## src/verilog/decode_defines.svh

```systemverilog
`ifndef DECODE_DEFINES_SVH
`define DECODE_DEFINES_SVH

// instruction word and address width.
`define INST_W 32

// 32 general registers plus hi and lo.
`define LOG_REG_ADDR_W 6

`define REG_RA 31
`define REG_HI 32
`define REG_LO 33

`define UOP_QUEUE_DEPTH 4

`endif

```

## src/verilog/decodePkg.sv

```systemverilog
`include "decode_defines.svh"

package decodePkg;

    typedef logic [`LOG_REG_ADDR_W-1:0] regAddrT;

    typedef struct packed {
        logic [`INST_W-1:0] pc;
        logic [`INST_W-1:0] instWord;
    } fetchPacketT;

    // each hi kind is directly followed by its lo kind.
    typedef enum logic [6:0] {
        NOP_U,
        ADD_U, ADDU_U, ADDI_U, ADDIU_U, SUB_U, SUBU_U,
        SLT_U, SLTU_U, SLTI_U, SLTIU_U,
        AND_U, ANDI_U, OR_U, ORI_U, XOR_U, XORI_U, NOR_U, LUI_U,
        SLL_U, SLLV_U, SRA_U, SRAV_U, SRL_U, SRLV_U,
        MULTHI_U, MULTLO_U, MULTUHI_U, MULTULO_U,
        DIVHI_U, DIVLO_U, DIVUHI_U, DIVULO_U,
        BEQ_U, BNE_U, BGEZ_U, BGTZ_U, BLEZ_U, BLTZ_U, BGEZAL_U, BLTZAL_U,
        J_U, JAL_U, JR_U, JALR_U,
        MFHI_U, MFLO_U, MTHI_U, MTLO_U,
        LB_U, LBU_U, LH_U, LHU_U, LW_U,
        SB_U, SH_U, SW_U, SWL_U, SWR_U
    } uopKindT;

    typedef enum logic [1:0] {UNIT_ALU, UNIT_MDU, UNIT_LSU} unitT;

    typedef enum logic [2:0] {ALU_ARITH, ALU_LOGIC, ALU_SHIFT, ALU_BRANCH, ALU_MOVE} aluTypeT;

    typedef enum logic [1:0] {typeNormal, typeBR, typeJ, typeJR} branchTypeT;

    typedef struct packed {
        logic [`INST_W-1:0] pc;
        uopKindT            kind;
        unitT               unit;
        aluTypeT            aluType;
        regAddrT            op0Addr;
        regAddrT            op1Addr;
        regAddrT            dstAddr;
        logic               op0Re;
        logic               op1Re;
        logic               dstWe;
        logic [`INST_W-1:0] imm;
        branchTypeT         branchType;
        logic [`INST_W-1:0] branchAddr;
    } uopT;

    typedef struct packed {
        uopT  uop0;
        uopT  uop1;
        logic hasSecond;
    } uopPairT;

endpackage

```

## src/verilog/instDecoder.sv

```systemverilog
`timescale 1ns/1ps
`include "decode_defines.svh"

module instDecoder (
    input  logic                 clk,
    input  logic                 rstN,
    input  logic                 instValid,
    input  decodePkg::fetchPacketT inst,
    output logic                 instReady,
    output logic                 pairValid,
    output decodePkg::uopPairT   pair,
    input  logic                 pairReady
);
    import decodePkg::*;

    typedef enum logic [1:0] {SRC_NONE, SRC_RS, SRC_RT, SRC_HILO} srcSelT;
    typedef enum logic [2:0] {DST_NONE, DST_RD, DST_RT, DST_RA, DST_HILO} dstSelT;

    // operand routing shared by a group of instructions.
    typedef struct packed {
        srcSelT     op0;
        srcSelT     op1;
        dstSelT     dst;
        branchTypeT br;
        unitT       unit;
    } fmtT;

    typedef struct packed {
        uopKindT kind;
        aluTypeT aluType;
        fmtT     fmt;
    } decEntryT;

    localparam fmtT FMT_NONE = '{SRC_NONE, SRC_NONE, DST_NONE, typeNormal, UNIT_ALU};
    localparam fmtT FMT_R    = '{SRC_RS, SRC_RT, DST_RD, typeNormal, UNIT_ALU};
    localparam fmtT FMT_I    = '{SRC_RS, SRC_NONE, DST_RT, typeNormal, UNIT_ALU};
    localparam fmtT FMT_SH   = '{SRC_RT, SRC_NONE, DST_RD, typeNormal, UNIT_ALU};
    localparam fmtT FMT_SHV  = '{SRC_RT, SRC_RS, DST_RD, typeNormal, UNIT_ALU};
    localparam fmtT FMT_B2   = '{SRC_RS, SRC_RT, DST_NONE, typeBR, UNIT_ALU};
    localparam fmtT FMT_B1   = '{SRC_RS, SRC_NONE, DST_NONE, typeBR, UNIT_ALU};
    localparam fmtT FMT_BAL  = '{SRC_RS, SRC_NONE, DST_RA, typeBR, UNIT_ALU};
    localparam fmtT FMT_J    = '{SRC_NONE, SRC_NONE, DST_NONE, typeJ, UNIT_ALU};
    localparam fmtT FMT_JAL  = '{SRC_NONE, SRC_NONE, DST_RA, typeJ, UNIT_ALU};
    localparam fmtT FMT_JR   = '{SRC_RS, SRC_NONE, DST_NONE, typeJR, UNIT_ALU};
    localparam fmtT FMT_JALR = '{SRC_RS, SRC_NONE, DST_RD, typeJR, UNIT_ALU};
    localparam fmtT FMT_MD   = '{SRC_RS, SRC_RT, DST_HILO, typeNormal, UNIT_MDU};
    localparam fmtT FMT_MF   = '{SRC_HILO, SRC_NONE, DST_RD, typeNormal, UNIT_ALU};
    localparam fmtT FMT_MT   = '{SRC_RS, SRC_NONE, DST_HILO, typeNormal, UNIT_ALU};
    localparam fmtT FMT_LD   = '{SRC_RS, SRC_NONE, DST_RT, typeNormal, UNIT_LSU};
    localparam fmtT FMT_ST   = '{SRC_RS, SRC_RT, DST_NONE, typeNormal, UNIT_LSU};

    localparam decEntryT NOP_ENTRY = '{NOP_U, ALU_ARITH, FMT_NONE};

    logic [`INST_W-1:0] word;
    logic [5:0]         opcode;
    logic [5:0]         funct;
    regAddrT            rs;
    regAddrT            rt;
    regAddrT            rd;
    regAddrT            hilo;
    logic [`INST_W-1:0] immSext;
    logic [`INST_W-1:0] shamt;
    decEntryT           dec;
    uopT                u;
    uopPairT            pairNext;
    logic               isUop;

    function automatic regAddrT pickSrc(srcSelT sel, regAddrT a, regAddrT b, regAddrT c);
        case (sel)
            SRC_RS:   return a;
            SRC_RT:   return b;
            SRC_HILO: return c;
            default:  return '0;
        endcase
    endfunction

    assign word    = inst.instWord;
    assign opcode  = word[31:26];
    assign funct   = word[5:0];
    assign rs      = {{(`LOG_REG_ADDR_W-5){1'b0}}, word[25:21]};
    assign rt      = {{(`LOG_REG_ADDR_W-5){1'b0}}, word[20:16]};
    assign rd      = {{(`LOG_REG_ADDR_W-5){1'b0}}, word[15:11]};
    assign immSext = {{(`INST_W-16){word[15]}}, word[15:0]};
    assign shamt   = {{(`INST_W-5){1'b0}}, word[10:6]};

    always_comb begin
        dec = NOP_ENTRY;
        if (word != '0) begin       // all-zero word is the nop.
            priority case (opcode)
                6'h00: begin
                    case (funct)
                        6'h00: dec = '{SLL_U, ALU_SHIFT, FMT_SH};
                        6'h02: dec = '{SRL_U, ALU_SHIFT, FMT_SH};
                        6'h03: dec = '{SRA_U, ALU_SHIFT, FMT_SH};
                        6'h04: dec = '{SLLV_U, ALU_SHIFT, FMT_SHV};
                        6'h06: dec = '{SRLV_U, ALU_SHIFT, FMT_SHV};
                        6'h07: dec = '{SRAV_U, ALU_SHIFT, FMT_SHV};
                        6'h08: dec = '{JR_U, ALU_BRANCH, FMT_JR};
                        6'h09: dec = '{JALR_U, ALU_BRANCH, FMT_JALR};
                        6'h10: dec = '{MFHI_U, ALU_MOVE, FMT_MF};
                        6'h11: dec = '{MTHI_U, ALU_MOVE, FMT_MT};
                        6'h12: dec = '{MFLO_U, ALU_MOVE, FMT_MF};
                        6'h13: dec = '{MTLO_U, ALU_MOVE, FMT_MT};
                        6'h18: dec = '{MULTHI_U, ALU_ARITH, FMT_MD};
                        6'h19: dec = '{MULTUHI_U, ALU_ARITH, FMT_MD};
                        6'h1a: dec = '{DIVHI_U, ALU_ARITH, FMT_MD};
                        6'h1b: dec = '{DIVUHI_U, ALU_ARITH, FMT_MD};
                        6'h20: dec = '{ADD_U, ALU_ARITH, FMT_R};
                        6'h21: dec = '{ADDU_U, ALU_ARITH, FMT_R};
                        6'h22: dec = '{SUB_U, ALU_ARITH, FMT_R};
                        6'h23: dec = '{SUBU_U, ALU_ARITH, FMT_R};
                        6'h24: dec = '{AND_U, ALU_LOGIC, FMT_R};
                        6'h25: dec = '{OR_U, ALU_LOGIC, FMT_R};
                        6'h26: dec = '{XOR_U, ALU_LOGIC, FMT_R};
                        6'h27: dec = '{NOR_U, ALU_LOGIC, FMT_R};
                        6'h2a: dec = '{SLT_U, ALU_ARITH, FMT_R};
                        6'h2b: dec = '{SLTU_U, ALU_ARITH, FMT_R};
                        default: dec = NOP_ENTRY;   // syscall, break and the rest.
                    endcase
                end
                6'h01: begin
                    case (word[20:16])
                        5'h00: dec = '{BLTZ_U, ALU_BRANCH, FMT_B1};
                        5'h01: dec = '{BGEZ_U, ALU_BRANCH, FMT_B1};
                        5'h10: dec = '{BLTZAL_U, ALU_BRANCH, FMT_BAL};
                        5'h11: dec = '{BGEZAL_U, ALU_BRANCH, FMT_BAL};
                        default: dec = NOP_ENTRY;
                    endcase
                end
                6'h02: dec = '{J_U, ALU_BRANCH, FMT_J};
                6'h03: dec = '{JAL_U, ALU_BRANCH, FMT_JAL};
                6'h04: dec = '{BEQ_U, ALU_BRANCH, FMT_B2};
                6'h05: dec = '{BNE_U, ALU_BRANCH, FMT_B2};
                6'h06: dec = '{BLEZ_U, ALU_BRANCH, FMT_B1};
                6'h07: dec = '{BGTZ_U, ALU_BRANCH, FMT_B1};
                6'h08: dec = '{ADDI_U, ALU_ARITH, FMT_I};
                6'h09: dec = '{ADDIU_U, ALU_ARITH, FMT_I};
                6'h0a: dec = '{SLTI_U, ALU_ARITH, FMT_I};
                6'h0b: dec = '{SLTIU_U, ALU_ARITH, FMT_I};
                6'h0c: dec = '{ANDI_U, ALU_LOGIC, FMT_I};
                6'h0d: dec = '{ORI_U, ALU_LOGIC, FMT_I};
                6'h0e: dec = '{XORI_U, ALU_LOGIC, FMT_I};
                6'h0f: dec = '{LUI_U, ALU_LOGIC, FMT_I};
                6'h20: dec = '{LB_U, ALU_ARITH, FMT_LD};
                6'h21: dec = '{LH_U, ALU_ARITH, FMT_LD};
                6'h23: dec = '{LW_U, ALU_ARITH, FMT_LD};
                6'h24: dec = '{LBU_U, ALU_ARITH, FMT_LD};
                6'h25: dec = '{LHU_U, ALU_ARITH, FMT_LD};
                6'h28: dec = '{SB_U, ALU_ARITH, FMT_ST};
                6'h29: dec = '{SH_U, ALU_ARITH, FMT_ST};
                6'h2a: dec = '{SWL_U, ALU_ARITH, FMT_ST};
                6'h2b: dec = '{SW_U, ALU_ARITH, FMT_ST};
                6'h2e: dec = '{SWR_U, ALU_ARITH, FMT_ST};
                default: dec = NOP_ENTRY;
            endcase
        end
    end

    always_comb begin
        // md and the hi moves use hi, everything else lo.
        if (dec.fmt.unit == UNIT_MDU || dec.kind inside {MFHI_U, MTHI_U}) begin
            hilo = regAddrT'(`REG_HI);
        end else begin
            hilo = regAddrT'(`REG_LO);
        end
        u            = '0;
        u.pc         = inst.pc;
        u.kind       = dec.kind;
        u.unit       = dec.fmt.unit;
        u.aluType    = dec.aluType;
        u.op0Addr    = pickSrc(dec.fmt.op0, rs, rt, hilo);
        u.op1Addr    = pickSrc(dec.fmt.op1, rs, rt, hilo);
        u.op0Re      = dec.fmt.op0 != SRC_NONE;
        u.op1Re      = dec.fmt.op1 != SRC_NONE;
        u.dstWe      = dec.fmt.dst != DST_NONE;
        u.imm        = (dec.fmt == FMT_SH) ? shamt : immSext;
        u.branchType = dec.fmt.br;
        case (dec.fmt.dst)
            DST_RD:   u.dstAddr = rd;
            DST_RT:   u.dstAddr = rt;
            DST_RA:   u.dstAddr = regAddrT'(`REG_RA);
            DST_HILO: u.dstAddr = hilo;
            default:  u.dstAddr = '0;
        endcase
        case (dec.fmt.br)
            typeBR:  u.branchAddr = {immSext[`INST_W-3:0], 2'b00};
            typeJ:   u.branchAddr = {word[31:28], word[25:0], 2'b00};  // region target.
            default: u.branchAddr = '0;
        endcase

        pairNext           = '0;
        pairNext.uop0      = u;
        pairNext.hasSecond = dec.fmt.unit == UNIT_MDU;
        if (pairNext.hasSecond) begin
            pairNext.uop1         = u;
            pairNext.uop1.kind    = uopKindT'(dec.kind + 1'b1);
            pairNext.uop1.dstAddr = regAddrT'(`REG_LO);
        end
    end

    assign isUop     = dec.kind != NOP_U;
    assign instReady = !pairValid || pairReady;

    always_ff @(posedge clk) begin
        if (!rstN) begin
            pairValid <= 1'b0;
        end else if (instReady) begin
            pairValid <= instValid && isUop;    // nops are taken but not loaded.
        end
    end

    always_ff @(posedge clk) begin
        if (instReady && instValid && isUop) begin
            pair <= pairNext;
        end
    end

    assert property (@(posedge clk) disable iff (!rstN)
        pairValid && !pairReady |=> pairValid && $stable(pair))
        else $error("decoder pair changed under stall");

endmodule

```

## src/verilog/uopQueue.sv

```systemverilog
`timescale 1ns/1ps
`include "decode_defines.svh"

module uopQueue (
    input  logic               clk,
    input  logic               rstN,
    input  logic               pairValid,
    input  decodePkg::uopPairT pair,
    output logic               pairReady,
    output logic               headValid,
    output decodePkg::uopPairT head,
    input  logic               headReady
);
    import decodePkg::*;

    localparam int PTR_W = $clog2(`UOP_QUEUE_DEPTH);
    localparam logic [PTR_W:0]   FULL    = (PTR_W+1)'(`UOP_QUEUE_DEPTH);
    localparam logic [PTR_W-1:0] LAST_IX = PTR_W'(`UOP_QUEUE_DEPTH - 1);

    uopPairT          mem [`UOP_QUEUE_DEPTH];
    logic [PTR_W-1:0] wrPtr;
    logic [PTR_W-1:0] rdPtr;
    logic [PTR_W:0]   count;    // ring entries, head slot excluded.
    logic             push;
    logic             pop;
    logic             load;

    assign pairReady = count != FULL;
    assign push      = pairValid && pairReady;
    assign pop       = headValid && headReady;
    assign load      = (count != '0) && (!headValid || pop);  // refill the head slot.

    always_ff @(posedge clk) begin
        if (!rstN) begin
            wrPtr     <= '0;
            rdPtr     <= '0;
            count     <= '0;
            headValid <= 1'b0;
        end else begin
            if (push) begin
                wrPtr <= (wrPtr == LAST_IX) ? '0 : wrPtr + 1'b1;
            end
            if (load) begin
                rdPtr <= (rdPtr == LAST_IX) ? '0 : rdPtr + 1'b1;
            end
            count <= count + {{PTR_W{1'b0}}, push} - {{PTR_W{1'b0}}, load};
            if (load) begin
                headValid <= 1'b1;
            end else if (pop) begin
                headValid <= 1'b0;
            end
        end
    end

    always_ff @(posedge clk) begin
        if (push) begin
            mem[wrPtr] <= pair;
        end
        if (load) begin
            head <= mem[rdPtr];
        end
    end

    assert property (@(posedge clk) disable iff (!rstN) count <= FULL)
        else $error("uop queue overflow");

endmodule

```

## src/verilog/uopSerializer.sv

```systemverilog
`timescale 1ns/1ps

module uopSerializer (
    input  logic               clk,
    input  logic               rstN,
    input  logic               headValid,
    input  decodePkg::uopPairT head,
    output logic               headReady,
    output logic               uopValid,
    output decodePkg::uopT     uop,
    input  logic               uopReady
);
    import decodePkg::*;

    logic phase;        // high while uop1 is on the output.
    logic lastUop;
    logic fire;

    assign uopValid  = headValid;
    assign uop       = phase ? head.uop1 : head.uop0;
    assign lastUop   = phase || !head.hasSecond;
    assign fire      = uopValid && uopReady;
    assign headReady = fire && lastUop;     // pop only on the final uop.

    always_ff @(posedge clk) begin
        if (!rstN) begin
            phase <= 1'b0;
        end else if (fire) begin
            phase <= !lastUop;
        end
    end

    // the queue must hold its head while the output stalls.
    assert property (@(posedge clk) disable iff (!rstN)
        uopValid && !uopReady |=> uopValid && $stable(uop))
        else $error("uop changed under stall");

endmodule

```

## src/verilog/decodeStage.sv

```systemverilog
`timescale 1ns/1ps

module decodeStage (
    input  logic                   clk,
    input  logic                   rstN,
    input  logic                   instValid,
    input  decodePkg::fetchPacketT inst,
    output logic                   instReady,
    output logic                   uopValid,
    output decodePkg::uopT         uop,
    input  logic                   uopReady
);
    import decodePkg::*;

    logic    pairValid;
    logic    pairReady;
    uopPairT pair;
    logic    headValid;
    logic    headReady;
    uopPairT head;

    instDecoder i_decoder (
        .clk       (clk),
        .rstN      (rstN),
        .instValid (instValid),
        .inst      (inst),
        .instReady (instReady),
        .pairValid (pairValid),
        .pair      (pair),
        .pairReady (pairReady)
    );

    uopQueue i_queue (
        .clk       (clk),
        .rstN      (rstN),
        .pairValid (pairValid),
        .pair      (pair),
        .pairReady (pairReady),
        .headValid (headValid),
        .head      (head),
        .headReady (headReady)
    );

    uopSerializer i_serializer (
        .clk       (clk),
        .rstN      (rstN),
        .headValid (headValid),
        .head      (head),
        .headReady (headReady),
        .uopValid  (uopValid),
        .uop       (uop),
        .uopReady  (uopReady)
    );

endmodule

```

## config.mk

```make
export PLATFORM = sky130hd
export DESIGN_NAME = decodeStage
export DESIGN_NICKNAME = d
export VERILOG_FILES = /design/src/verilog/decodePkg.sv /design/src/verilog/instDecoder.sv /design/src/verilog/uopQueue.sv /design/src/verilog/uopSerializer.sv /design/src/verilog/decodeStage.sv
export VERILOG_INCLUDE_DIRS = /design/src /design/src/verilog
export SDC_FILE = /design/constraint.sdc
export NUM_CORES = 1
export LEC_CHECK = 0
export BUFFER_PORTS_ARGS = -buffer_cell sky130_fd_sc_hd__buf_2
export CAP_MARGIN = 20
export CORE_MARGIN = 2
export CORE_UTILIZATION = 48
export DETAILED_ROUTE_END_ITERATION = 8
export SKIP_CTS_REPAIR_TIMING = 1
export SLEW_MARGIN = 20
export SYNTH_ARGS = -nofsm -noshare
export SYNTH_HDL_FRONTEND = slang
export SYNTH_SLANG_ARGS = --single-unit
```

## constraint.sdc

```tcl
create_clock -name clk -period 33.4 [get_ports clk]
set_input_delay 0 -clock clk [delete_from_list [all_inputs] [get_ports clk]]
set_output_delay 0 -clock clk [all_outputs]
set_load 0.005 [all_outputs]
```

==> out/metrics.csv <==
metric;value;unit
placed_cell_area;0.05203;mm^2
yosysTopAreaCellShare;80.08;%
cts_tree;done;
status;finished, final reports clean;
ir_drop;0.09261;mV
finish.utilization;56.05;%
insertion_delay;0.73;ns
dp.cells;3734;
areaGrowthSynthToFinish;15.55;%
fmax;182.2;MHz
coreArea;0.1020;mm^2
avgSynthCellArea;22.11;um^2
clockRootBuffer;clkbuf_16;
async_flop_share;0;%
initial_core_util;48.51;%
yosysTopAreaCell;edfxtp_1;
critPathCaptureType;flip-flop;
syn_inst;2239;
wl_met2;49.58;mm
grt_overflow;0;
synth_cell_type_count;77;
drc;0;
synth.most_common_cell;edfxtp_1;
netlist_top_cells_count;1320 x edfxtp_1, 220 x mux4_2, 106 x mux2_2;
hold_viol;0;
yosys_register_bits;1330;
timing.final.crit_period;5.488;ns
p_leak;0.01853;uW
wl_per_cell;24.73;um
slew_viol_final;0;
grt_start_max_net_pins;155;
grt_usage;19.10;%
io_pins;201;
htree_levels;4;
vias_per_cell;5.491;
p_per_area;79.19;mW/mm^2
cp_cell_sequence;dlygate4sd3_1 -> buf_2 -> clkinv_1 -> a311o_1 -> a2111oi_0 -> a221oi_1 -> or2_2 -> ha_1 -> nand4bb_1 -> o21ai_0 -> nor2b_4 -> buf_4 -> buf_6;
multi_input_area;0.009094;mm^2
rsz0062_at_grt;no;
max_stage_delay;0.92;ns
setup_viol;0;
met3WireLength;4.921;mm
row_count;117;
min_period_over_period;16.43;%
hold_path.class;in -> reg;
cap_violations;0;
slowest_stage;buf_4;
path_clk_slew;0.05;ns
critical_path_arrival;5.82;ns
drt-initial-drc-count;1835;
clockBufferDepth;3;
relSlewSlack;24.33;%
ys.flop_type;edfxtp_1;
synth-edff-count;1320;
cpLargestDelayFamily;buffers and inverters;
wl_met1;44.04;mm
clock_skew;0.02410;ns
worstSetupPathType;in -> reg;
cp-start-kind;input pin;
place_hpwl;56.31;mm
antennaDiodeCount;0;
syn_area;0.04950;mm^2
layout.cells.non_filler;4057;
crit_required;33.73;ns
die_w;325.1;um
cp_max_fo;75;
routed_wl;100.3;mm
die_y;325.1;um
antenna_found_initial;3;
dr.pass1.iters;7;
ant_nets;0;
io_buffers;198;
num-fill-cells;7617;
yosysWarnings;0;
numCtsBuffers;136;
gp_congestion;0.8009;
nNetsFinal;2675;
path_buf_inv;5;
cts.sinks;1330;
drive_gt1_share;29.01;%
tns;0;ns
grt_pass1_wl;149.2;mm
synth_area_leaders;edfxtp_1 80%, mux4_2 10%, mux2_2 2.4%;
seq_area_frac_synth;80.48;%
top_layer_used;met5;
vias;22280;
dieArea;0.1057;mm^2
final_area;0.05719;mm^2
worstMarginPinSlew;1.135;ns
grt_pass1_vias;23240;
seqCellArea;0.03985;mm^2
## final cells by class
type / count / area share (%)
Sequential cell: 1330 / 69.67
Multi-Input combinational cell: 773 / 15.90
Clock buffer: 173 / 6.523
Timing Repair Buffer: 310 / 3.601
Tap cell: 1368 / 2.993
Clock inverter: 70 / 1.094
Inverter: 33 / 0.2166
## path summary, 6_finish.rpt
check / startpoint / to / slack, ns / depth (start not counted)
max reg2reg: i_queue.count[1] / i_queue.mem[2][155] / 29.06 / 6
min reg2reg: i_decoder.pair[7] / i_queue.mem[0][7] / 0.48 / 0
min: instValid / i_decoder.pair[95] / 0.007 / 3
max: inst[29] / i_decoder.pair[6] / 27.91 / 13
## where the power goes
group / total (uW) / leakage [uW] / switching, uW / internal (uW)
Sequential: 2250 / 0.0121 / 84.7 / 2160
Clock: 1460 / 0.00213 / 603 / 861
Combinational: 817 / 0.00425 / 437 / 380
## per-layer routing
| layer | track usage (%) | vias to the layer above |
|---|---|---|
| li1 | - | 9809 |
| met1 | 26.73 | 11780 |
| met2 | 31.11 | 567 |
| met3 | 3.433 | 122 |
| met4 | 5.324 | 2 |
| met5 | 0 | - |
## placed cells by master (no fill, tap or decap), types with 5 or more instances in the layout
master	n
inv_6	8
nand3b_1	5
conb_1	17
mux2_2	106
clkbuf_1	26
buf_4	27
dfxtp_1	7
a22o_1	9
nor4_1	6
and2_4	5
a21oi_1	21
clkinv_1	24
or2_2	5
ha_1	22
clkinvlp_4	5
o21ai_0	19
clkbuf_16	143
nand3_1	9
nor3_1	13
nand2_1	46
dlygate4sd3_1	80
nor2b_1	22
a31oi_1	6
buf_2	198
nor2_1	29
inv_1	31
clkinv_2	23
a21boi_0	18
bufinv_16	9
mux4_2	220
and2_1	96
edfxtp_1	1320
and3_1	16
## metrics by stage
step / hold WS (ns) / setup slack [ns] / power, uW
CTS: -0.6131 / 28.22 / 4597
detailed placement: 0.1884 / 27.42 / 3124
global route: -0.003830 / 27.63 / 4726
finish: 0.006575 / 27.91 / 4529
global placement: 0.1886 / 27.47 / 3107
floorplan: 0.09887 / 19.35 / 2884
## sequential cells by signal, summed over array words and instances, names as in the netlist
| signal | cells |
|---|---|
| i_serializer.phase | 1 |
| i_queue.headValid | 1 |
| i_queue.count | 3 |
| i_decoder.pairValid | 1 |
| i_queue.wrPtr | 2 |
| i_decoder.pair | 220 |
| i_queue.rdPtr | 2 |
| i_queue.head | 220 |
| i_queue.mem | 880 |
## worst min-delay path, cell delays in order
cell and delay (ns):
buf_2 0.13, o21ai_0 0.21, nor2b_4 0.19
## kinds of logic after synthesis
logic type | Yosys count | share of synthesized area (%)
flip-flops | 1330 | 80.48
XOR/XNOR | 4 | 0.07079
buffers and inverters | 152 | 1.327
other | 1 | 0.007576
adder cells (fa/ha/maj) | 23 | 0.5965
AND/OR/NAND/NOR | 275 | 3.185
AO/OA/AOI/OAI | 121 | 1.729
multiplexers | 333 | 12.60
Power figures use the tool's default switching activity.
